===== src/design/ladybird_pkg.sv =====
package ladybird_pkg;

  ////////////////////////////////////////////////////////////
  // bus
  ////////////////////////////////////////////////////////////

  localparam int XLEN = 32;

  typedef struct packed {
    logic [XLEN-1:0]   paddr;
    logic              pwrite;
    logic [XLEN-1:0]   pwdata;
    logic [XLEN/8-1:0] pstrb;   // byte lanes
    logic              psel;
    logic              penable;
  } apb_req_t;

  typedef struct packed {
    logic [XLEN-1:0] prdata;
    logic            pready;
    logic            pslverr;
  } apb_rsp_t;

  ////////////////////////////////////////////////////////////
  // address map
  ////////////////////////////////////////////////////////////

  localparam int N_PERIPH = 3;

  localparam logic [XLEN-1:0] BRAM_BASE = 32'h9000_0000;
  localparam logic [XLEN-1:0] GPIO_BASE = 32'h8000_0000;
  localparam logic [XLEN-1:0] UART_BASE = 32'h8000_1000;

  localparam int BRAM_SIZE_W = 13; // 8 KB window
  localparam int REG_SIZE_W  = 12; // 4 KB register window

  // doubles as slave port index, NONE has no port
  typedef enum logic [1:0] {
    PERIPH_BRAM,
    PERIPH_GPIO,
    PERIPH_UART,
    PERIPH_NONE
  } periph_e;

  typedef enum logic [3:0] {
    GPIO_IN   = 4'h0,
    GPIO_OUT  = 4'h4,
    GPIO_IE   = 4'h8,
    GPIO_PEND = 4'hC
  } gpio_reg_e;

  ////////////////////////////////////////////////////////////
  // uart
  ////////////////////////////////////////////////////////////

  typedef enum logic [1:0] {
    TX_IDLE,
    TX_START,
    TX_DATA,
    TX_STOP
  } uart_state_e;

  localparam int CLKS_PER_BIT = 16;
  localparam int DIV_W        = $clog2(CLKS_PER_BIT);

endpackage

===== src/design/ladybird_gpio.sv =====
`timescale 1ns/1ps

module ladybird_gpio
  import ladybird_pkg::*;
(
  input  logic       clk_i,
  input  logic       anrst_i,
  input  logic       nrst_i,
  input  apb_req_t   req_i,
  output apb_rsp_t   rsp_o,
  input  logic [7:0] gpio_i,
  output logic [3:0] gpio_o,
  output logic       irq_o
);

  logic [7:0] sync1_q;
  logic [7:0] sync2_q;
  logic [7:0] prev_q;   // for edge detect
  logic [3:0] out_q;
  logic [7:0] ie_q;
  logic [7:0] pend_q;
  logic [7:0] rise;
  logic [7:0] clr;
  logic       access;
  logic       wr_en;
  gpio_reg_e  reg_sel;

  assign reg_sel = gpio_reg_e'(req_i.paddr[3:0]);
  assign access  = req_i.psel && req_i.penable;
  assign wr_en   = access && req_i.pwrite;

  assign rise = sync2_q & ~prev_q;
  assign clr  = (wr_en && reg_sel == GPIO_PEND) ? req_i.pwdata[7:0] : '0; // write one to clear

  ////////////////////////////////////////////////////////////
  // registers
  ////////////////////////////////////////////////////////////

  always_ff @(posedge clk_i, negedge anrst_i) begin
    if (!anrst_i) begin
      sync1_q <= '0;
      sync2_q <= '0;
      prev_q  <= '0;
      out_q   <= '0;
      ie_q    <= '0;
      pend_q  <= '0;
    end else if (!nrst_i) begin
      sync1_q <= '0;
      sync2_q <= '0;
      prev_q  <= '0;
      out_q   <= '0;
      ie_q    <= '0;
      pend_q  <= '0;
    end else begin
      sync1_q <= gpio_i;
      sync2_q <= sync1_q;
      prev_q  <= sync2_q;
      if (wr_en && reg_sel == GPIO_OUT) begin
        out_q <= req_i.pwdata[3:0];
      end
      if (wr_en && reg_sel == GPIO_IE) begin
        ie_q <= req_i.pwdata[7:0];
      end
      pend_q <= (pend_q & ~clr) | (rise & ie_q); // new edge beats clear
    end
  end

  always_comb begin
    rsp_o        = '0;
    rsp_o.pready = access;
    case (reg_sel)
      GPIO_IN:   rsp_o.prdata = XLEN'(sync2_q);
      GPIO_OUT:  rsp_o.prdata = XLEN'(out_q);
      GPIO_IE:   rsp_o.prdata = XLEN'(ie_q);
      GPIO_PEND: rsp_o.prdata = XLEN'(pend_q);
      default:   rsp_o.pslverr = access; // unknown offset
    endcase
  end

  assign gpio_o = out_q;
  assign irq_o  = |pend_q;

endmodule


===== config.mk =====
export PLATFORM = sky130hd
export DESIGN_NAME = ladybird_gpio
export DESIGN_NICKNAME = d
export VERILOG_FILES = /design/src/design/ladybird_pkg.sv /design/src/design/ladybird_gpio.sv
export SDC_FILE = /design/constraint.sdc
export NUM_CORES = 1
export LEC_CHECK = 0
export BUFFER_PORTS_ARGS = -buffer_cell sky130_fd_sc_hd__buf_2
export CAP_MARGIN = 20
export CELL_PAD_IN_SITES_DETAIL_PLACEMENT = 2
export CELL_PAD_IN_SITES_GLOBAL_PLACEMENT = 2
export CORE_AREA = 2 2 98 100
export DETAILED_ROUTE_END_ITERATION = 16
export DIE_AREA = 0 0 100 102
export MAX_ROUTING_LAYER = met4
export PLACE_DENSITY_LB_ADDON = 0.1
export SYNTH_ARGS = -nofsm -noshare
export SYNTH_HDL_FRONTEND = slang
export SYNTH_SLANG_ARGS = --single-unit

===== constraint.sdc =====
create_clock -name clk_i -period 1.5 [get_ports clk_i]
set_clock_uncertainty 0.2 [all_clocks]
set_input_delay 0.15 -clock clk_i [delete_from_list [all_inputs] [get_ports clk_i]]
set_output_delay 0.15 -clock clk_i [all_outputs]
set_load 0.02 [all_outputs]

==> flow_metrics.tcl <==
set metrics [dict create \
    fp.coreArea_um2 9110 \
    cts_tree "built" \
    synth_seq_cells 44 \
    cts_max_level 2 \
    rows 35 \
    syn_area_per_cell_um2 10.7 \
    port_buffers 40 \
    dp.cells 373 \
    setup_viol 9 \
    cp_max_fo 2 \
    yosysSeqAreaShare 0.496 \
    crit_required_ns 1.15 \
    maxCapViolCount 0 \
    placed_cell_area_um2 2670 \
    synthDistinctLibCells 32 \
    slew_violations 0 \
    die_area_um2 10200 \
    finalSetupTns_ns -2.31 \
    ir_worst_vdd_uv 305 \
    ios 121 \
    min_period_ns 1.84 \
    crit_arrival_ns 1.49 \
    cts-root-buf "clkbuf_8" \
    syn_area_um2 2220 \
    hpwlAfterDp_um 4210 \
    nFillCells 1037 \
    postLayoutCellArea_um2 3110 \
    yosys_warnings 0 \
    fp.dieH_um 102 \
    power_density_nw_per_um2 749 \
    grt_max_degree 49 \
    hold_slack_ns 0.114 \
    cts_buffers 5 \
    num_vias 1784 \
    via_per_inst 4.35 \
    antenna_found_initial 0 \
    crit_type "reg -> out" \
    start_util 0.244 \
    cellLeakagePower_nw 1.55 \
    worstSkewPairLatency_ns 0.29 \
    nets 380 \
    cp-start-kind "flip-flop" \
    grt.overflow.total 0 \
    drive_gt1_frac 0.365 \
    clkSinkCount 44 \
    die_width_um 100 \
    drc 0 \
    rsz0062_at_grt "true" \
    flow.area_growth_from_synthesis_pct 40.3 \
    period_share 1.23 \
    worstHoldPathType "in -> reg" \
    gp_congestion 0.757 \
    outcome "complete, but fails checks" \
    first_pass_iters 4 \
    grt_pass1_wl_um 10000 \
    cp-end-kind "output pin" \
    grt_pass1_vias 1870 \
    total_power_mw 2.33 \
    route.antenna.remaining_nets 0 \
    routed_wl_um 6270 \
    worst_slack_ns -0.342 \
    fin_cells 410 \
    ctsLongestPathBuffers 2 \
    hold_viol 0 \
    diodes 0 \
    clk_pin_slew_worst_paths_ns 0.08 \
    drtIter0Drc 36 \
    grt_use_total 0.134 \
    max_freq_ghz 0.543 \
    violations "setup timing" \
    wl_per_cell_um 15.3 \
    syn_inst 207 \
]
path summary, 6_finish.rpt:
kind / from / to / slack (ns) / cells past startpoint
min in group asynchronous: anrst_i / sync1_q[4] / 0.16 / 3
hold / removal: nrst_i / gpio_o[2] / 0.11 / 4
max in group asynchronous: anrst_i / ie_q[7] / 0.72 / 3
hold reg to reg: sync1_q[6] / sync2_q[6] / 0.26 / 1
setup reg to reg: ie_q[1] / pend_q[1] / 0.16 / 5
setup / recovery: gpio_o[3] / rsp_o[5] / -0.34 / 3
Yosys cell counts:
cell,instances,share of area
nor2_1,5,0.0085
nor3b_2,1,0.0056
a21boi_0,8,0.027
nand4_1,1,0.0028
nand3_1,8,0.018
nand4b_1,1,0.0039
and2_1,25,0.070
mux4_2,4,0.041
nor4_1,2,0.0056
buf_1,1,0.0017
or2_1,1,0.0028
a2bb2oi_1,7,0.028
nor2_2,1,0.0028
a22oi_1,4,0.014
buf_4,26,0.088
nor2b_1,8,0.023
conb_1,1,0.0017
mux2i_1,4,0.018
clkbuf_1,6,0.010
buf_6,2,0.010
buf_2,1,0.0023
or3_1,1,0.0028
and2_2,1,0.0034
mux2_2,4,0.020
and4b_1,1,0.0045
and2b_2,4,0.016
and3b_1,1,0.0039
nand2_1,16,0.027
a21oi_1,1,0.0023
dfrtp_1,44,0.50
o21ai_0,16,0.036
or3b_2,1,0.0039
metrics by stage:
step / setup WS (ns) / utilization
detailed placement: -0.150 / 0.293
floorplan: 0.00224 / -
global route: -0.401 / 0.342
global placement: -0.144 / 0.293
CTS: -0.367 / 0.337
finish: -0.342 / 0.342
worst max-delay path, stage by stage, from the launching register on:
cell	delay (ns)
dfrtp_1	0.39
mux4_2	0.46
and2b_2	0.22
buf_6	0.13
cell type report:
cell class | count | area (µm²) | area share
tap | 111 | 139 | 0.0446
clock inverter | 1 | 7.51 | 0.00241
sequential | 44 | 1100 | 0.354
timing repair buffer | 97 | 776 | 0.249
clock buffer | 7 | 86.3 | 0.0277
multi-input combinational | 150 | 1000 | 0.323
layer usage:
layer / global-route usage / part of all wire / vias to the layer above
met1: 0.180 / 0.48 / 894
li1: - / - / 833
met3: 0.0198 / 0.039 / 6
met5: - / 0 / -
met2: 0.211 / 0.47 / 51
met4: 0.0379 / 0.013 / 0
kinds of logic after synthesis:
logic type | share of synthesized area
other cells | 0.00169
compound gates | 0.107
flops | 0.496
mux | 0.0789
simple gates | 0.205
buf+inv | 0.112
power breakdown:
group,leakage (nW),total [mW],switching (mW),internal (mW)
clock network,0.0445,0.784,0.409,0.375
logic,0.901,0.326,0.182,0.143
registers,0.600,1.22,0.0110,1.21
registers in the layout, indices dropped and copies added, names as in the netlist:
| register | cells |
|---|---|
| prev_q | 8 |
| sync2_q | 8 |
| pend_q | 8 |
| gpio_o | 4 |
| ie_q | 8 |
| sync1_q | 8 |
cell usage in the layout, fill, tap and decap left out, drive strengths merged, types with 2 or more instances in the layout:
| cell | n |
|---|---|
| mux2i | 4 |
| a2bb2oi | 7 |
| dlygate4sd3 | 17 |
| and2 | 26 |
| nand3 | 8 |
| mux4 | 4 |
| a22oi | 4 |
| o21ai | 16 |
| nor2 | 6 |
| a21boi | 8 |
| conb | 24 |
| and2b | 4 |
| buf | 80 |
| clkbuf | 7 |
| nor4 | 2 |
| mux2 | 4 |
| dfrtp | 44 |
| nor2b | 8 |
| nand2 | 16 |
what timing repair did:
action / 4_1_cts / 5_1_grt
setup endpoints to repair: 9 / 9
buffers inserted: 9 / 3
hold buffers: 17 / 0
hold endpoints to repair: 68 / 0
gates resized for setup: 20 / 4
pin swaps: 3 / 2
Power figures use the tool's default switching activity.
