`src/design/ladybird_pkg.sv`:
```
package ladybird_pkg;

  ////////////////////////////////////////////////////////////
  // bus
  ////////////////////////////////////////////////////////////

  localparam int XLEN = 32;

  typedef struct packed {
    logic [XLEN-1:0]   paddr;
    logic              pwrite;
    logic [XLEN-1:0]   pwdata;
    logic [XLEN/8-1:0] pstrb;   // byte lanes
    logic              psel;
    logic              penable;
  } apb_req_t;

  typedef struct packed {
    logic [XLEN-1:0] prdata;
    logic            pready;
    logic            pslverr;
  } apb_rsp_t;

  ////////////////////////////////////////////////////////////
  // address map
  ////////////////////////////////////////////////////////////

  localparam int N_PERIPH = 3;

  localparam logic [XLEN-1:0] BRAM_BASE = 32'h9000_0000;
  localparam logic [XLEN-1:0] GPIO_BASE = 32'h8000_0000;
  localparam logic [XLEN-1:0] UART_BASE = 32'h8000_1000;

  localparam int BRAM_SIZE_W = 13; // 8 KB window
  localparam int REG_SIZE_W  = 12; // 4 KB register window

  // doubles as slave port index, NONE has no port
  typedef enum logic [1:0] {
    PERIPH_BRAM,
    PERIPH_GPIO,
    PERIPH_UART,
    PERIPH_NONE
  } periph_e;

  typedef enum logic [3:0] {
    GPIO_IN   = 4'h0,
    GPIO_OUT  = 4'h4,
    GPIO_IE   = 4'h8,
    GPIO_PEND = 4'hC
  } gpio_reg_e;

  ////////////////////////////////////////////////////////////
  // uart
  ////////////////////////////////////////////////////////////

  typedef enum logic [1:0] {
    TX_IDLE,
    TX_START,
    TX_DATA,
    TX_STOP
  } uart_state_e;

  localparam int CLKS_PER_BIT = 16;
  localparam int DIV_W        = $clog2(CLKS_PER_BIT);

endpackage
```
`src/design/ladybird_uart_tx.sv`:
```
`timescale 1ns/1ps

module ladybird_uart_tx
  import ladybird_pkg::*;
(
  input  logic     clk_i,
  input  logic     anrst_i,
  input  logic     nrst_i,
  input  apb_req_t req_i,
  output apb_rsp_t rsp_o,
  output logic     tx_o
);

  uart_state_e      state_q;
  logic [DIV_W-1:0] div_q;
  logic [2:0]       bit_q;
  logic [7:0]       shift_q;
  logic             tx_q;
  logic             busy;
  logic             bit_end;
  logic             is_data;  // offset 0x0, else status
  logic             access;
  logic             start;

  assign busy    = (state_q != TX_IDLE);
  assign bit_end = (div_q == DIV_W'(CLKS_PER_BIT - 1));
  assign is_data = (req_i.paddr[3:2] == 2'd0);
  assign access  = req_i.psel && req_i.penable;
  assign start   = access && req_i.pwrite && is_data && !busy;

  ////////////////////////////////////////////////////////////
  // frame FSM
  ////////////////////////////////////////////////////////////

  always_ff @(posedge clk_i, negedge anrst_i) begin
    if (!anrst_i) begin
      state_q <= TX_IDLE;
      div_q   <= '0;
      bit_q   <= '0;
      tx_q    <= 1'b1;
    end else if (!nrst_i) begin
      state_q <= TX_IDLE;
      div_q   <= '0;
      bit_q   <= '0;
      tx_q    <= 1'b1;
    end else begin
      div_q <= (state_q == TX_IDLE || bit_end) ? '0 : div_q + 1'b1;
      case (state_q)
        TX_IDLE: begin
          if (start) begin
            state_q <= TX_START;
            tx_q    <= 1'b0; // start bit
          end
        end
        TX_START: begin
          if (bit_end) begin
            state_q <= TX_DATA;
            bit_q   <= '0;
            tx_q    <= shift_q[0];
          end
        end
        TX_DATA: begin
          if (bit_end) begin
            bit_q <= bit_q + 1'b1;
            if (bit_q == 3'd7) begin
              state_q <= TX_STOP;
              tx_q    <= 1'b1;
            end else begin
              tx_q <= shift_q[1]; // next lsb
            end
          end
        end
        TX_STOP: begin
          if (bit_end) begin
            state_q <= TX_IDLE;
          end
        end
        default: state_q <= TX_IDLE;
      endcase
    end
  end

  always_ff @(posedge clk_i) begin
    if (start) begin
      shift_q <= req_i.pwdata[7:0];
    end else if (state_q == TX_DATA && bit_end) begin
      shift_q <= shift_q >> 1;
    end
  end

  // data writes stall while a frame is on the line
  assign rsp_o.pready  = access && !(is_data && req_i.pwrite && busy);
  assign rsp_o.prdata  = is_data ? '0 : XLEN'(busy);
  assign rsp_o.pslverr = 1'b0;
  assign tx_o          = tx_q;

  a_idle_high: assert property (@(posedge clk_i) disable iff (!anrst_i || !nrst_i)
    (state_q == TX_IDLE) |-> tx_o);

endmodule

```
`config.mk`:
```
export PLATFORM = sky130hd
export DESIGN_NAME = ladybird_uart_tx
export DESIGN_NICKNAME = d
export VERILOG_FILES = /design/src/design/ladybird_pkg.sv /design/src/design/ladybird_uart_tx.sv
export SDC_FILE = /design/constraint.sdc
export NUM_CORES = 1
export LEC_CHECK = 0
export ABC_AREA = 1
export ABC_CLOCK_PERIOD_IN_PS = 3220
export BUFFER_PORTS_ARGS = -buffer_cell sky130_fd_sc_hd__buf_2
export CAP_MARGIN = 10
export CELL_PAD_IN_SITES_DETAIL_PLACEMENT = 1
export CELL_PAD_IN_SITES_GLOBAL_PLACEMENT = 1
export CORE_ASPECT_RATIO = 1.1
export CORE_MARGIN = 2
export CORE_UTILIZATION = 27
export DETAILED_ROUTE_END_ITERATION = 10
export GPL_ROUTABILITY_DRIVEN = 0
export PLACE_DENSITY_LB_ADDON = 0.2
export SLEW_MARGIN = 15
export SYNTH_ARGS = -nofsm -noshare
export SYNTH_HDL_FRONTEND = slang
export SYNTH_SLANG_ARGS = --single-unit
```
`constraint.sdc`:
```
create_clock -name clk_i -period 3.22 [get_ports clk_i]
set_input_delay 0.483 -clock clk_i [delete_from_list [all_inputs] [get_ports clk_i]]
set_output_delay 0.483 -clock clk_i [all_outputs]
set_load 0.01 [all_outputs]
```
==> flow_metrics.env <==
export IMPL_area_growth_pct=7.256
export IMPL_cts_setup_buffers=0
export IMPL_synth_mux_area_frac=0
export IMPL_grt_max_degree=11
export IMPL_ys_warnings_count=0
export IMPL_htree_levels=1
export IMPL_die_h_um=75.61
export IMPL_root_buffer="clkbuf_8"
export IMPL_finalHoldWorstSlack_ns=0.08581
export IMPL_yosysTopAreaCellShare=0.1909
export IMPL_place_inst=222
export IMPL_num_vias=910
export IMPL_post_drt_wl_per_cell_um=10.23
export IMPL_synth_area_top_cells="buf_4, edfxtp_1, dfrtp_1, nand2_1, ha_1"
export IMPL_grt_use_total=0.09047
export IMPL_power_density_nw_per_um2=535.5
export IMPL_finalHoldViolations=0
export IMPL_synth_avg_cell_area_um2=8.448
export IMPL_cp_buffers_inverters=3
export IMPL_crit_required_ns=2.74
export IMPL_synth_fa_ha_area_frac=0.06958
export IMPL_ant_nets=0
export IMPL_firstDrtPassIters=4
export IMPL_worstSkewPairLatency_ns=0.25
export IMPL_die_w_um=69.10
export IMPL_vias_per_cell=4.027
export IMPL_cp_cell_sequence="inv_1 > ha_1 > o211ai_1 > inv_1 > buf_2"
export IMPL_drv_cap=0
export IMPL_path_max_fanout=5
export IMPL_slew_violations=0
export IMPL_synth_distinct_cells=24
export IMPL_syn_cell_area_um2=1259
export IMPL_ys_seq_area_frac=0.3907
export IMPL_postSynth_asyncResetShare=0.5556
export IMPL_grt_setup_unrepaired="no"
export IMPL_critPathTopFamily="flip-flops"
export IMPL_ios=109
export IMPL_most_common_layout_cells="nand2_1, conb_1, buf_2"
export IMPL_drtIter0Drc=21
export IMPL_slowest_delay_ns=0.40
export IMPL_critical_path_most_common_cell="inv_1"
export IMPL_setup_viol=0
export IMPL_period_share=0.5877
export IMPL_final_common_cell="nand2_1"
export IMPL_status="complete, no violations"
export IMPL_fmax_mhz=528.4
export IMPL_peakVddDrop_mv=0.1284
export IMPL_worstPathArrival_ns=1.41
export IMPL_core_um2=4554
export IMPL_synth_edff_count=8
export IMPL_synth_top_area_cell="buf_4"
export IMPL_synth_compound_area_frac=0.05964
export IMPL_end_kind="primary output"
export IMPL_final_nets=252
export IMPL_start_kind="flop"
export IMPL_clockBufferDepth=2
export IMPL_instances_no_fill=226
export IMPL_cts_tree="yes"
export IMPL_synth_top_family_by_area="buffers and inverters"
export IMPL_critPathKind="reg2out"
export IMPL_crit_path_top_delay_cell="dfrtp_1"
export IMPL_hpwl_mm=1.915
export IMPL_finalWirelength_mm=2.311
export IMPL_grt_pass1_vias=897
export IMPL_synth_simple_gate_area_share=0.2326
export IMPL_cts_hold_buffers_added=0
export IMPL_portBuffers=18
export IMPL_setup_tns_ns=0
export IMPL_row_count=26
export IMPL_drc=0
export IMPL_grt_pass1_wl_mm=3.829
export IMPL_cts_sinks=18
export IMPL_start_util=0.2764
export IMPL_ys_ff_latch=18
export IMPL_synthFlopType="dfrtp_1"
export IMPL_period_needed_ns=1.892
export IMPL_dieArea_um2=5225
export IMPL_fin_skew_ns=0.003187
export IMPL_antenna_cells=0
export IMPL_layout_drive_gt1_share=0.1941
export IMPL_synth_xor_area_frac=0.006958
export IMPL_p_leak_uw=0.0007216
export IMPL_cts_buffers=3
export IMPL_cts_resized=0
export IMPL_hold_class="in2async"
export IMPL_antenna_found_initial=0
export IMPL_cts_clk_slew_worst_paths_ns=0.07
export IMPL_gr_total_overflow=0
export IMPL_netlist_instances=149
## per-stage QoR
step / setup WS (ns) / power, uW / instance area [um^2] / util
6_report: 1.328 / 722.9 / 1350 / 0.2964
5_1_grt: 1.159 / 785.4 / 1350 / 0.2964
3_5_place_dp: 1.306 / 546.6 / 1295 / 0.2843
4_1_cts: 1.295 / 733.2 / 1350 / 0.2964
3_3_place_gp: 1.342 / 538.2 / 1295 / 0.2843
2_1_floorplan: 1.606 / 502.9 / 1375 / -
## state kept, by name, indices dropped and copies added, names as in the netlist
register,flops
state_q,2
bit_q,3
tx_o,1
div_q,4
shift_q,8
## kinds of logic (layout without fill, tap and decap cells)
| group | Yosys count | in the layout |
|---|---|---|
| buffers and inverters | 47 | 37 |
| AOI/OAI and AO/OA | 11 | 11 |
| and+or+nand+nor | 64 | 64 |
| other | 1 | 32 |
| adders and majority gates | 7 | 7 |
| xor gates and xnor gates | 1 | 1 |
| DFF | 18 | 18 |
## synthesized netlist by cell type, types with 2 or more instances
cell and instances:
inv_1 13, nand3_1 6, nor2_1 7, buf_4 32
nand4_1 2, a21oi_1 2, nor2_2 2, dfrtp_1 9
nand2_1 43, edfxtp_1 8, ha_1 7, o21ai_0 6
## path summary, 6_finish.rpt
path	start	to	slack [ns]	cells past startpoint
min in group clk_i	div_q[0]	div_q[0]	0.46	1
min reg2reg	div_q[0]	div_q[0]	0.46	1
max in group asynchronous	anrst_i	tx_o	2.88	1
max	state_q[0]	rsp_o[1]	1.33	5
max reg2reg	state_q[1]	shift_q[6]	1.36	6
min	anrst_i	state_q[1]	0.09	1
## layout make-up
class | count | area [um^2]
Fill cell | 583 | 3204
Multi-Input combinational cell | 115 | 584.3
Sequential cell | 18 | 491.7
Timing Repair Buffer | 18 | 90.09
Tap cell | 56 | 70.07
Inverter | 15 | 58.81
Clock buffer | 4 | 55.05
## per-layer routing
| metal | routed length [um] | global-route usage | vias to the layer above |
|---|---|---|---|
| met5 | 0 | 0 | - |
| met4 | 28 | 0.05447 | 0 |
| met3 | 144 | 0.01720 | 2 |
| met2 | 1257 | 0.1774 | 37 |
| met1 | 880 | 0.09076 | 425 |
| li1 | - | - | 446 |
## power breakdown
| group | internal (uW) | leakage [uW] | total [uW] | switching [uW] |
|---|---|---|---|---|
| clock | 108 | 0.0000288 | 183 | 74.3 |
| sequential | 269 | 0.000205 | 289 | 19.1 |
| combinational | 89.3 | 0.000487 | 252 | 162 |
Note: power is estimated with default switching activity, not from simulation.
