### config.mk
export PLATFORM = sky130hd
export DESIGN_NAME = ladybird_crossbar
export DESIGN_NICKNAME = d
export VERILOG_FILES = /design/src/design/ladybird_pkg.sv /design/src/design/ladybird_crossbar.sv
export SDC_FILE = /design/constraint.sdc
export NUM_CORES = 1
export LEC_CHECK = 0
export BUFFER_PORTS_ARGS = -buffer_cell sky130_fd_sc_hd__buf_2
export CORE_AREA = 8 8 201 203
export DETAILED_ROUTE_END_ITERATION = 6
export DIE_AREA = 0 0 209 211
export GPL_TIMING_DRIVEN = 0
export PLACE_DENSITY_LB_ADDON = 0.1
export SLEW_MARGIN = 20
export SYNTH_ARGS = -nofsm -noshare
export SYNTH_HDL_FRONTEND = slang
export SYNTH_SLANG_ARGS = --single-unit
export TNS_END_PERCENT = 10
### constraint.sdc
create_clock -name clk_i -period 1.9 [get_ports clk_i]
set_input_delay 0.19 -clock clk_i [delete_from_list [all_inputs] [get_ports clk_i]]
set_output_delay 0.19 -clock clk_i [all_outputs]
set_load 0.1 [all_outputs]
### src/design/ladybird_pkg.sv
package ladybird_pkg;

  ////////////////////////////////////////////////////////////
  // bus
  ////////////////////////////////////////////////////////////

  localparam int XLEN = 32;

  typedef struct packed {
    logic [XLEN-1:0]   paddr;
    logic              pwrite;
    logic [XLEN-1:0]   pwdata;
    logic [XLEN/8-1:0] pstrb;   // byte lanes
    logic              psel;
    logic              penable;
  } apb_req_t;

  typedef struct packed {
    logic [XLEN-1:0] prdata;
    logic            pready;
    logic            pslverr;
  } apb_rsp_t;

  ////////////////////////////////////////////////////////////
  // address map
  ////////////////////////////////////////////////////////////

  localparam int N_PERIPH = 3;

  localparam logic [XLEN-1:0] BRAM_BASE = 32'h9000_0000;
  localparam logic [XLEN-1:0] GPIO_BASE = 32'h8000_0000;
  localparam logic [XLEN-1:0] UART_BASE = 32'h8000_1000;

  localparam int BRAM_SIZE_W = 13; // 8 KB window
  localparam int REG_SIZE_W  = 12; // 4 KB register window

  // doubles as slave port index, NONE has no port
  typedef enum logic [1:0] {
    PERIPH_BRAM,
    PERIPH_GPIO,
    PERIPH_UART,
    PERIPH_NONE
  } periph_e;

  typedef enum logic [3:0] {
    GPIO_IN   = 4'h0,
    GPIO_OUT  = 4'h4,
    GPIO_IE   = 4'h8,
    GPIO_PEND = 4'hC
  } gpio_reg_e;

  ////////////////////////////////////////////////////////////
  // uart
  ////////////////////////////////////////////////////////////

  typedef enum logic [1:0] {
    TX_IDLE,
    TX_START,
    TX_DATA,
    TX_STOP
  } uart_state_e;

  localparam int CLKS_PER_BIT = 16;
  localparam int DIV_W        = $clog2(CLKS_PER_BIT);

endpackage
### src/design/ladybird_crossbar.sv
`timescale 1ns/1ps

module ladybird_crossbar
  import ladybird_pkg::*;
(
  input  logic     clk_i,
  input  logic     anrst_i,
  input  logic     nrst_i,
  input  apb_req_t mst_req_i [2],
  output apb_rsp_t mst_rsp_o [2],
  output apb_req_t slv_req_o [N_PERIPH],
  input  apb_rsp_t slv_rsp_i [N_PERIPH]
);

  typedef enum logic [1:0] {
    XB_IDLE,
    XB_SETUP,
    XB_ACCESS
  } xb_state_e;

  xb_state_e           state_q;
  logic                grant_q;  // granted master
  logic                rr_q;     // preferred master on a tie
  periph_e             sel_q;
  logic [1:0]          req;
  logic                win;
  apb_rsp_t            sel_rsp;
  logic                done;
  logic [N_PERIPH-1:0] psel_vec;

  function automatic periph_e decode(input logic [XLEN-1:0] addr);
    periph_e sel;
    sel = PERIPH_NONE;
    if (addr[XLEN-1:BRAM_SIZE_W] == BRAM_BASE[XLEN-1:BRAM_SIZE_W])
      sel = PERIPH_BRAM;
    else if (addr[XLEN-1:REG_SIZE_W] == GPIO_BASE[XLEN-1:REG_SIZE_W])
      sel = PERIPH_GPIO;
    else if (addr[XLEN-1:REG_SIZE_W] == UART_BASE[XLEN-1:REG_SIZE_W])
      sel = PERIPH_UART;
    return sel;
  endfunction

  ////////////////////////////////////////////////////////////
  // arbitration
  ////////////////////////////////////////////////////////////

  assign req = {mst_req_i[1].psel, mst_req_i[0].psel};
  assign win = (req == 2'b11) ? rr_q : req[1];

  always_ff @(posedge clk_i, negedge anrst_i) begin
    if (!anrst_i) begin
      state_q <= XB_IDLE;
      grant_q <= 1'b0;
      rr_q    <= 1'b0;
      sel_q   <= PERIPH_NONE;
    end else if (!nrst_i) begin
      state_q <= XB_IDLE;
      grant_q <= 1'b0;
      rr_q    <= 1'b0;
      sel_q   <= PERIPH_NONE;
    end else begin
      case (state_q)
        XB_IDLE: begin
          if (|req) begin
            grant_q <= win;
            sel_q   <= decode(mst_req_i[win].paddr); // select registered with grant
            state_q <= XB_SETUP;
          end
        end
        XB_SETUP: state_q <= XB_ACCESS;
        XB_ACCESS: begin
          if (done) begin
            state_q <= XB_IDLE;
            rr_q    <= ~grant_q; // other master wins next tie
          end
        end
        default: state_q <= XB_IDLE;
      endcase
    end
  end

  ////////////////////////////////////////////////////////////
  // forwarding and response
  ////////////////////////////////////////////////////////////

  always_comb begin
    for (int p = 0; p < N_PERIPH; p++) begin
      slv_req_o[p]         = mst_req_i[grant_q];
      slv_req_o[p].psel    = (state_q != XB_IDLE) && (sel_q == periph_e'(p));
      slv_req_o[p].penable = (state_q == XB_ACCESS) && (sel_q == periph_e'(p));
      psel_vec[p]          = slv_req_o[p].psel;
    end
  end

  always_comb begin
    sel_rsp = '0;
    case (sel_q)
      PERIPH_BRAM: sel_rsp = slv_rsp_i[PERIPH_BRAM];
      PERIPH_GPIO: sel_rsp = slv_rsp_i[PERIPH_GPIO];
      PERIPH_UART: sel_rsp = slv_rsp_i[PERIPH_UART];
      default: begin
        // unmapped, answer with an error
        sel_rsp.pready  = 1'b1;
        sel_rsp.pslverr = 1'b1;
      end
    endcase
  end

  assign done = (state_q == XB_ACCESS) && sel_rsp.pready;

  // waiting master sees pready low
  for (genvar m = 0; m < 2; m++) begin : g_mst_rsp
    assign mst_rsp_o[m] = (state_q == XB_ACCESS && grant_q == 1'(m)) ? sel_rsp : '0;
  end

  a_one_psel: assert property (@(posedge clk_i) disable iff (!anrst_i || !nrst_i)
    $onehot0(psel_vec));

  a_req_stable: assert property (@(posedge clk_i) disable iff (!anrst_i || !nrst_i)
    (state_q != XB_IDLE && !mst_rsp_o[grant_q].pready) |=> $stable(mst_req_i[grant_q]));

endmodule

==> flow_summary.json, run 1 <==
{
  "dieWidth_um": 209,
  "wl_per_cell_um": 20.4,
  "critPathArrivalTime_ns": 1.89,
  "drt-total-wl_mm": 30.0,
  "fin_cells": 1471,
  "crit_required_ns": 1.71,
  "path_delay_family": "flip-flops",
  "dp_hpwl_mm": 26.8,
  "grt_overflow": 0,
  "ys_warn_count": 0,
  "synth-edff-count": 0,
  "leakage_nw": 4.60,
  "rsz0062_at_grt": "yes",
  "grt_pass1_wl_mm": 40.4,
  "tightest_slew_ns": 0.521,
  "drc": 0,
  "fmax_mhz": 481,
  "via_per_inst": 3.50,
  "yosys.cell_types.count": 31,
  "std_cell_rows": 71,
  "io_buffers": 525,
  "crit_path_frequent_cell": "buf_12",
  "max-cap-violations": 0,
  "grtUsageTotal_pct": 12.3,
  "post-route-period-util_pct": 109,
  "synthCells": 459,
  "placed_area_um2": 6680,
  "hp-class": "in2reg",
  "netlist_area_um2": 3260,
  "tritoncts": "done",
  "violations": "negative setup slack",
  "dp_slack_ns": -0.963,
  "cts-htree-levels": 1,
  "startpoint_type": "flop",
  "ir_worst_vdd_mv": 0.516,
  "criticalPathCategory": "reg2out",
  "cts_buffers": 3,
  "dieArea_um2": 44100,
  "period_needed_ns": 2.08,
  "path_cells": "buf_12 > buf_12 > mux2i_1 > nor2_1 > a21oi_2 > nor2_2 > buf_8",
  "outcome": "complete, but fails checks",
  "yosys_register_bits": 6,
  "finalSetupViolCount": 68,
  "ant_nets": 0,
  "path_buf_inv": 3,
  "initial_core_util_pct": 8.78,
  "synth.most_common_cell": "buf_4",
  "synth.avg_cell_area_um2": 7.10,
  "area_growth_pct": 194,
  "hold_ws_ns": 0.258,
  "path_max_fanout": 10,
  "clockRootBuffer": "clkbuf_16",
  "final_area_um2": 9600,
  "die_h_um": 211,
  "place.gp.congestion": 0.794,
  "startpoint": "sel_q[1]",
  "fin_nets": 1246,
  "slowest_delay_ns": 0.58,
  "io_pins": 528,
  "synthTopCellsByCount": "buf_4, nor2_1, mux2_2",
  "yosysTopAreaCellShare_pct": 31.8,
  "power_density_nw_per_um2": 562,
  "r2r_start": "sel_q[1]",
  "cts.sinks": 6,
  "clk_pin_slew_worst_paths_ns": 0.03,
  "ys.flop_type": "dfrtp_1",
  "grt_start_max_net_pins": 11,
  "slowest_stage": "dfstp_2",
  "vias": 5150,
  "hp-start": "nrst_i",
  "relSlewSlack_pct": 64.8,
  "synthArstFlopShare_pct": 100,
  "setup_ws_ns": -0.178,
  "synthTopCellsByArea": "buf_4, mux2_2, nor2_1",
  "final_hold_viol_count": 0,
  "antenna_found_initial": 3,
  "clk_latency_ns": 0.23,
  "critPathCaptureType": "primary output",
  "clock_path_buffers": 2,
  "fin_worst_skew_ns": 0.00118,
  "core_area_um2": 37100,
  "fin_util_pct": 25.8,
  "drtIter0Drc": 149,
  "placed_cells": 1458,
  "grt_pass1_vias": 5554,
  "drive_gt1_share_pct": 90.1,
  "drt-pass1-iter-count": 4,
  "synth_top_area_cell": "buf_4",
  "yosysSeqAreaShare_pct": 4.68,
  "syn-num-nets": 706,
  "finalMaxSlewViolations": 0,
  "diodes": 0
}
-- power breakdown --
part / switching (mW) / internal (mW)
logic: 3.52 / 1.39
clock network: 0.0661 / 0.270
registers: 0.00763 / 0.135
-- cell usage in the layout (no fill, tap or decap), types with 2 or more instances in the layout --
cell type  count
nand2b_1       3
clkbuf_16      7
mux2_4         8
mux2i_4        2
a21oi_1        2
dfrtp_1        3
a31oi_1        3
mux2_2        62
mux2i_2        3
inv_1          2
clkbuf_4      18
nand2_1        3
nor2_2        72
and2_1         3
dfstp_2        2
buf_2        246
a21oi_2       31
mux2i_1       27
nor4_1         5
buf_12        67
nor2b_4        2
or4_1          2
clkbuf_8       6
nor3b_1        3
nand2_2        2
nor2_1        33
buf_4        175
buf_6        163
buf_8         18
nor3_2         2
-- cells by family after synthesis --
group / count (synthesis) / synth area share, %
multiplexers: 102 / 34.0
AND/OR/NAND/NOR: 139 / 18.3
flip-flops: 6 / 4.68
buffers and inverters: 167 / 35.3
AO/OA/AOI/OAI: 45 / 7.71
-- cell type report --
type	instances	area (µm²)
flip-flops and latches	6	156
multi-input cells	286	2410
plain buffers	163	1460
clock buffers	3	75.1
well taps	474	593
inverters	3	11.3
repair buffers	536	4880
fillers	4103	27500
-- metal layers --
metal,GRT usage (%),up-vias,wire (µm)
met5,0,-,13
met4,2.24,2,405
met3,4.88,16,3120
met2,25.9,281,17300
met1,10.9,2373,9210
li1,-,2478,-
-- per-stage QoR --
step                      power (mW)  setup TNS, ns
after detailed placement        4.45        -188.45
after global placement          4.46        -187.22
after global routing            5.54         -11.49
after floorplan                 3.63         -44.44
after CTS                       5.17         -19.22
final                           5.39          -5.47
-- final timing paths --
kind	to	slack (ns)	cells after the start
min reg2reg	rr_q	0.56	2
min	grant_q	0.26	2
max reg2reg	rr_q	0.17	6
min in group asynchronous	state_q[0]	0.36	2
max	mst_rsp_o[47]	-0.18	7
max in group asynchronous	sel_q[1]	1.32	2
-- sequential cells by signal (all words and copies together), names as in the netlist --
register and count:
rr_q 1, grant_q 1, state_q 2, sel_q 2
-- worst register-to-register path, stage by stage, from the launching register on --
cell	delay, ns
dfstp_2	0.58
buf_4	0.13
mux2_2	0.32
o22a_1	0.21
and3_4	0.18
a21oi_1	0.12
nor2b_1	0.06
-- what timing repair did --
action	CTS	global route
cloned	2	1
endpoints found under the setup margin	281	244
pin swaps	11	17
gates resized for setup	590	218
buffers inserted	4	4
hold endpoints to repair	6	0
hold buffers	1	0
No activity file was read; power rests on OpenSTA's default activity.
==> run 2, diff against run 1 <==
--- a/config.mk
+++ b/config.mk
@@ -11,6 +11,7 @@
 export DIE_AREA = 0 0 209 211
 export GPL_TIMING_DRIVEN = 0
 export PLACE_DENSITY_LB_ADDON = 0.1
+export REMOVE_ABC_BUFFERS = 1
 export SLEW_MARGIN = 20
 export SYNTH_ARGS = -nofsm -noshare
 export SYNTH_HDL_FRONTEND = slang
==> run 2 against run 1 <==
Wire length up 9.3%; clock skew up 0.0044 ns; the flow still finishes with violations (negative setup slack); die area unchanged; design area down 20%; critical path type unchanged; sequential power about the same.
==> flow_summary.json, run 2 (synthesis gave the netlist of run 1 again) <==
{
  "slowest_stage": "dfstp_4",
  "rsz0062_at_grt": "yes",
  "dieArea_um2": 44100,
  "clock_path_buffers": 2,
  "drt-pass1-iter-count": 4,
  "tns_ns": -8.17,
  "path_cells": "buf_12 > mux2_4 > o22a_1 > and3_4 > buf_12",
  "crit_path_frequent_cell": "buf_12",
  "path_max_fanout": 6,
  "criticalPathCategory": "reg2out",
  "path_buf_inv": 2,
  "fmax_mhz": 474,
  "finalSetupViolCount": 69,
  "tightest_slew_ns": 0.497,
  "outcome": "complete, but fails checks",
  "r2r_cells": 6,
  "fin_worst_skew_ns": 0.00561,
  "finalMaxSlewViolations": 0,
  "hold_depth": 2,
  "place.gp.congestion": 0.834,
  "grt_pass1_wl_mm": 42.5,
  "ir_worst_vdd_mv": 0.672,
  "p_seq_share_pct": 2.9,
  "worstReg2RegEnd": "rr_q",
  "final_hold_viol_count": 0,
  "ant_nets": 0,
  "reg_top3": "sel_q: 2 flops, state_q: 2 flops",
  "slowest_delay_ns": 0.63,
  "max-cap-violations": 0,
  "initial_core_util_pct": 8.78,
  "dieWidth_um": 209,
  "violations": "negative setup slack",
  "relSlewSlack_pct": 67.1,
  "dp_slack_ns": -1.23,
  "drtIter0Drc": 147,
  "wl_per_cell_um": 24.7,
  "post-route-period-util_pct": 111,
  "placed_cells": 1298,
  "core_area_um2": 37100,
  "cts.sinks": 6,
  "drt-total-wl_mm": 32.8,
  "min_to": "grant_q",
  "antenna_found_initial": 7,
  "io_buffers": 525,
  "std_cell_rows": 71,
  "clk_pin_slew_worst_paths_ns": 0.04,
  "hp-start": "nrst_i",
  "vias": 4774,
  "fin_cells": 1328,
  "startpoint_type": "flop",
  "fin_nets": 1100,
  "power_density_nw_per_um2": 647,
  "finalPower_mw": 4.99,
  "crit_required_ns": 1.71,
  "cts_buffers": 3,
  "startpoint": "sel_q[1]",
  "grtUsageTotal_pct": 13.5,
  "final_common_cell": "buf_2",
  "grt_pass1_vias": 5166,
  "tritoncts": "done",
  "leakage_nw": 3.83,
  "clk_latency_ns": 0.23,
  "mostFrequentLayoutCells": "buf_2, buf_6, nor2_1, buf_4, mux2_2",
  "critPathArrivalTime_ns": 1.92,
  "area_growth_pct": 136,
  "io_pins": 528,
  "hp-class": "in2reg",
  "grt_overflow": 0,
  "r2r_start": "sel_q[1]",
  "dp_hpwl_mm": 27.2,
  "period_needed_ns": 2.11,
  "cts-htree-levels": 1,
  "drc": 0,
  "path_delay_family": "flip-flops",
  "via_per_inst": 3.59,
  "p_sw_share_pct": 71.8,
  "cellInternalPower_mw": 1.41,
  "clockRootBuffer": "clkbuf_16",
  "setup_ws_ns": -0.212,
  "clkPwrFrac_pct": 7.1,
  "p_comb_share_pct": 90.0,
  "switchingPower_mw": 3.58,
  "critPathCaptureType": "primary output",
  "die_h_um": 211,
  "grt_start_max_net_pins": 52,
  "drive_gt1_share_pct": 79.8,
  "regToRegSetupSlack_ns": 0.09
}
[run 2: power by group through the flow]
stage	registers (mW)	clock network, mW	logic [mW]
4_1_cts	0.149	0.355	4.37
6_report	0.146	0.354	4.49
2_1_floorplan	0.164	0	3.11
5_1_grt	0.148	0.364	4.56
3_5_place_dp	0.154	0	4.00
3_3_place_gp	0.180	0	3.98
[run 2: cell type report]
| type | instances | area (µm²) |
|---|---|---|
| fill | 4186 | 29400 |
| multi-input combinational | 286 | 2300 |
| inverter | 3 | 11.3 |
| timing repair buffer | 553 | 4550 |
| clock buffer | 4 | 78.8 |
| antenna | 2 | 5.00 |
| sequential | 6 | 164 |
| tap | 474 | 593 |
[run 2: metal layers]
metal	GRT usage, %	routed length [µm]	up-vias
met2	25.9	17600	279
met5	0	82	-
li1	-	-	2198
met3	5.42	3010	36
met1	13.2	11200	2249
met4	3.89	924	12
[run 2: worst max-delay path by stage]
stage	end	slack, ns	depth (start not counted)
3_5_place_dp	mst_rsp_o[33]	-1.23	5
5_1_grt	mst_rsp_o[35]	-0.25	5
4_1_cts	slv_req_o[117]	-0.23	3
6_report	mst_rsp_o[35]	-0.21	5
2_1_floorplan	slv_req_o[138]	-5.99	1
3_3_place_gp	mst_rsp_o[33]	-3.85	4
[run 2: through the flow]
step | util (%) | hold WS [ns] | area [µm²]
5_1_grt | 20.7 | 0.274 | 7700
3_5_place_dp | 14.7 | 0.0295 | 5450
4_1_cts | 19.2 | 0.266 | 7150
6_report | 20.8 | 0.269 | 7710
3_3_place_gp | 14.4 | 0.0304 | 5340
2_1_floorplan | - | -0.106 | 2120
[run 2: repair_timing]
item / in CTS / in global routing
resized for setup: 444 / 147
buffers inserted: 15 / 5
hold buffers: 1 / 0
gates cloned: 1 / 2
hold endpoints to repair: 4 / 0
pin swaps: 18 / 15
endpoints found under the setup margin: 241 / 233
==> run 3, diff against run 2 <==
--- a/config.mk
+++ b/config.mk
@@ -11,7 +11,6 @@
 export DIE_AREA = 0 0 209 211
 export GPL_TIMING_DRIVEN = 0
 export PLACE_DENSITY_LB_ADDON = 0.1
-export REMOVE_ABC_BUFFERS = 1
 export SLEW_MARGIN = 20
 export SYNTH_ARGS = -nofsm -noshare
 export SYNTH_HDL_FRONTEND = slang
==> constraint.sdc (replaced) <==
create_clock -name clk_i -period 2 [get_ports clk_i]
set_input_delay 0.2 -clock clk_i [delete_from_list [all_inputs] [get_ports clk_i]]
set_output_delay 0.2 -clock clk_i [all_outputs]
set_load 0.1 [all_outputs]
==> run 3 against run 2 <==
Largest cell class unchanged; clock power is 6.2% lower; worst hold slack barely moved; count of clock-buffer cells in the layout unchanged; via count rose by 7.8%; die area stayed put; sequential power decreased by 8%; combinational power shrank 4%; register-to-register slack improved by 0.17 ns; utilization increased by 2.4 points; the run still ends with negative setup slack left; sequential share of layout area shrank 0.34 points.
==> flow_summary.json, run 3 (synthesis gave the netlist of run 1 again) <==
{
  "critPathArrivalTime_ns": 1.91,
  "drc": 0,
  "tightest_slew_ns": 0.564,
  "fin_worst_skew_ns": 0.00212,
  "die_h_um": 211,
  "power_density_nw_per_um2": 552,
  "clockRootBuffer": "clkbuf_16",
  "grt_pass1_wl_mm": 40.7,
  "p_comb_share_pct": 90.2,
  "wl_per_cell_um": 20.0,
  "drive_gt1_share_pct": 89.5,
  "r2r_cells": 6,
  "final_common_cell": "buf_2",
  "fin_util_pct": 23.2,
  "antenna_found_initial": 6,
  "outcome": "complete, but fails checks",
  "drt-total-wl_mm": 29.4,
  "clkPwrFrac_pct": 7.0,
  "grt_start_max_net_pins": 11,
  "post-route-period-util_pct": 106,
  "mostFrequentLayoutCells": "buf_2, buf_4, mux2_2, nor2_2, buf_12",
  "place.gp.congestion": 0.829,
  "period_needed_ns": 2.11,
  "drt-pass1-iter-count": 4,
  "reg_top3": "sel_q: 2 flops, state_q: 2 flops",
  "hold_depth": 2,
  "clk_latency_ns": 0.23,
  "finalMaxSlewViolations": 0,
  "drtIter0Drc": 107,
  "dieArea_um2": 44100,
  "ant_nets": 0,
  "cts_buffers": 3,
  "std_cell_rows": 71,
  "io_buffers": 525,
  "hp-class": "in2reg",
  "via_per_inst": 3.49,
  "criticalPathCategory": "reg2out",
  "p_seq_share_pct": 2.8,
  "finalPower_mw": 4.75,
  "dp_hpwl_mm": 26.5,
  "cellInternalPower_mw": 1.40,
  "core_area_um2": 37100,
  "fin_nets": 1245,
  "path_max_fanout": 7,
  "max-cap-violations": 0,
  "finalSetupViolCount": 39,
  "cts-htree-levels": 1,
  "relSlewSlack_pct": 62.6,
  "grtUsageTotal_pct": 12.3,
  "startpoint_type": "flop",
  "rsz0062_at_grt": "yes",
  "crit_required_ns": 1.80,
  "setup_ws_ns": -0.115,
  "grt_pass1_vias": 5648,
  "critPathCaptureType": "primary output",
  "area_growth_pct": 164,
  "dieWidth_um": 209,
  "violations": "negative setup slack",
  "tritoncts": "done",
  "ir_worst_vdd_mv": 0.468,
  "switchingPower_mw": 3.35,
  "p_sw_share_pct": 70.5,
  "cts.sinks": 6,
  "clock_path_buffers": 2,
  "vias": 5146,
  "fmax_mhz": 473,
  "grt_overflow": 0,
  "final_hold_viol_count": 0,
  "initial_core_util_pct": 8.78,
  "leakage_nw": 4.27,
  "clk_pin_slew_worst_paths_ns": 0.03,
  "io_pins": 528
}
==> run 3: cell types whose count changed in the layout (fill, tap and decap cells not counted), moves of 8 or more <==
cell | before | now
buf_6 | 182 | 25
buf_12 | 15 | 47
clkbuf_8 | 0 | 8
mux2_4 | 25 | 6
nor2_4 | 2 | 20
nor2_1 | 97 | 33
nor2_2 | 7 | 53
buf_2 | 248 | 316
mux2_2 | 45 | 64
buf_4 | 93 | 290
==> run 3: cell type report <==
cell class	instances	area [µm²]
Clock buffer	4	78.8
Inverter	3	11.3
Buffer	163	1350
Antenna cell	2	5.00
Sequential cell	6	154
Timing Repair Buffer	535	3910
Fill cell	4216	28500
Multi-Input combinational cell	286	2520
Tap cell	474	593
==> run 3: layer usage <==
| layer | wire (µm) | vias to the layer above | GRT usage [%] |
|---|---|---|---|
| met4 | 531 | 10 | 2.87 |
| li1 | - | 2494 | - |
| met3 | 3090 | 24 | 5.34 |
| met5 | 78 | - | 0 |
| met1 | 8980 | 2302 | 10.4 |
| met2 | 16700 | 316 | 25.8 |
==> run 3: worst max-delay path, cell delays in order, from the launching register on <==
cell and delay, ns:
dfstp_2 0.57, buf_12 0.17, buf_12 0.14, mux2i_4 0.29
nor2_4 0.06, a21oi_4 0.18, nor2_2 0.08, buf_12 0.18
==> run 3: repair_timing <==
| item | CTS | global route |
|---|---|---|
| cloned | 1 | 1 |
| resized for setup | 424 | 79 |
| hold buffers | 1 | 0 |
| endpoints found under the hold margin | 6 | 0 |
| buffers inserted | 6 | 1 |
| pin swaps | 1 | 18 |
| endpoints found under the setup margin | 281 | 133 |
==> run 3: per-stage QoR <==
stage          hold WS [ns]  worst slack [ns]  cell area [µm²]  cells  TNS, ns
2_1_floorplan       -0.0956            -0.440             3540    459   -24.93
3_3_place_gp         0.0351            -0.920             6760   1458  -164.82
3_5_place_dp         0.0332            -0.899             6760   1458  -164.41
4_1_cts               0.275            -0.127             8280   1469    -2.41
5_1_grt               0.281            -0.169             8610   1471    -5.65
6_report              0.269            -0.115             8610   1473    -1.37
==> run 3: path summary, 6_finish.rpt <==
path	start	endpoint	slack (ns)
worst min-delay path	nrst_i	grant_q	0.27
worst min register to register	rr_q	rr_q	0.61
worst max-delay path	sel_q[1]	mst_rsp_o[17]	-0.11
max in group asynchronous	anrst_i	sel_q[0]	1.42
worst max register to register	sel_q[1]	rr_q	0.26
min in group asynchronous	anrst_i	rr_q	0.36
==> run 3: power groups by stage <==
stage               combinational (mW)  clock (mW)  sequential [mW]
finish                            4.29       0.332            0.134
global route                      4.42       0.351            0.135
CTS                               4.32       0.340            0.134
detailed placement                4.11           0            0.133
global placement                  4.13           0            0.133
floorplan                         3.32           0            0.132
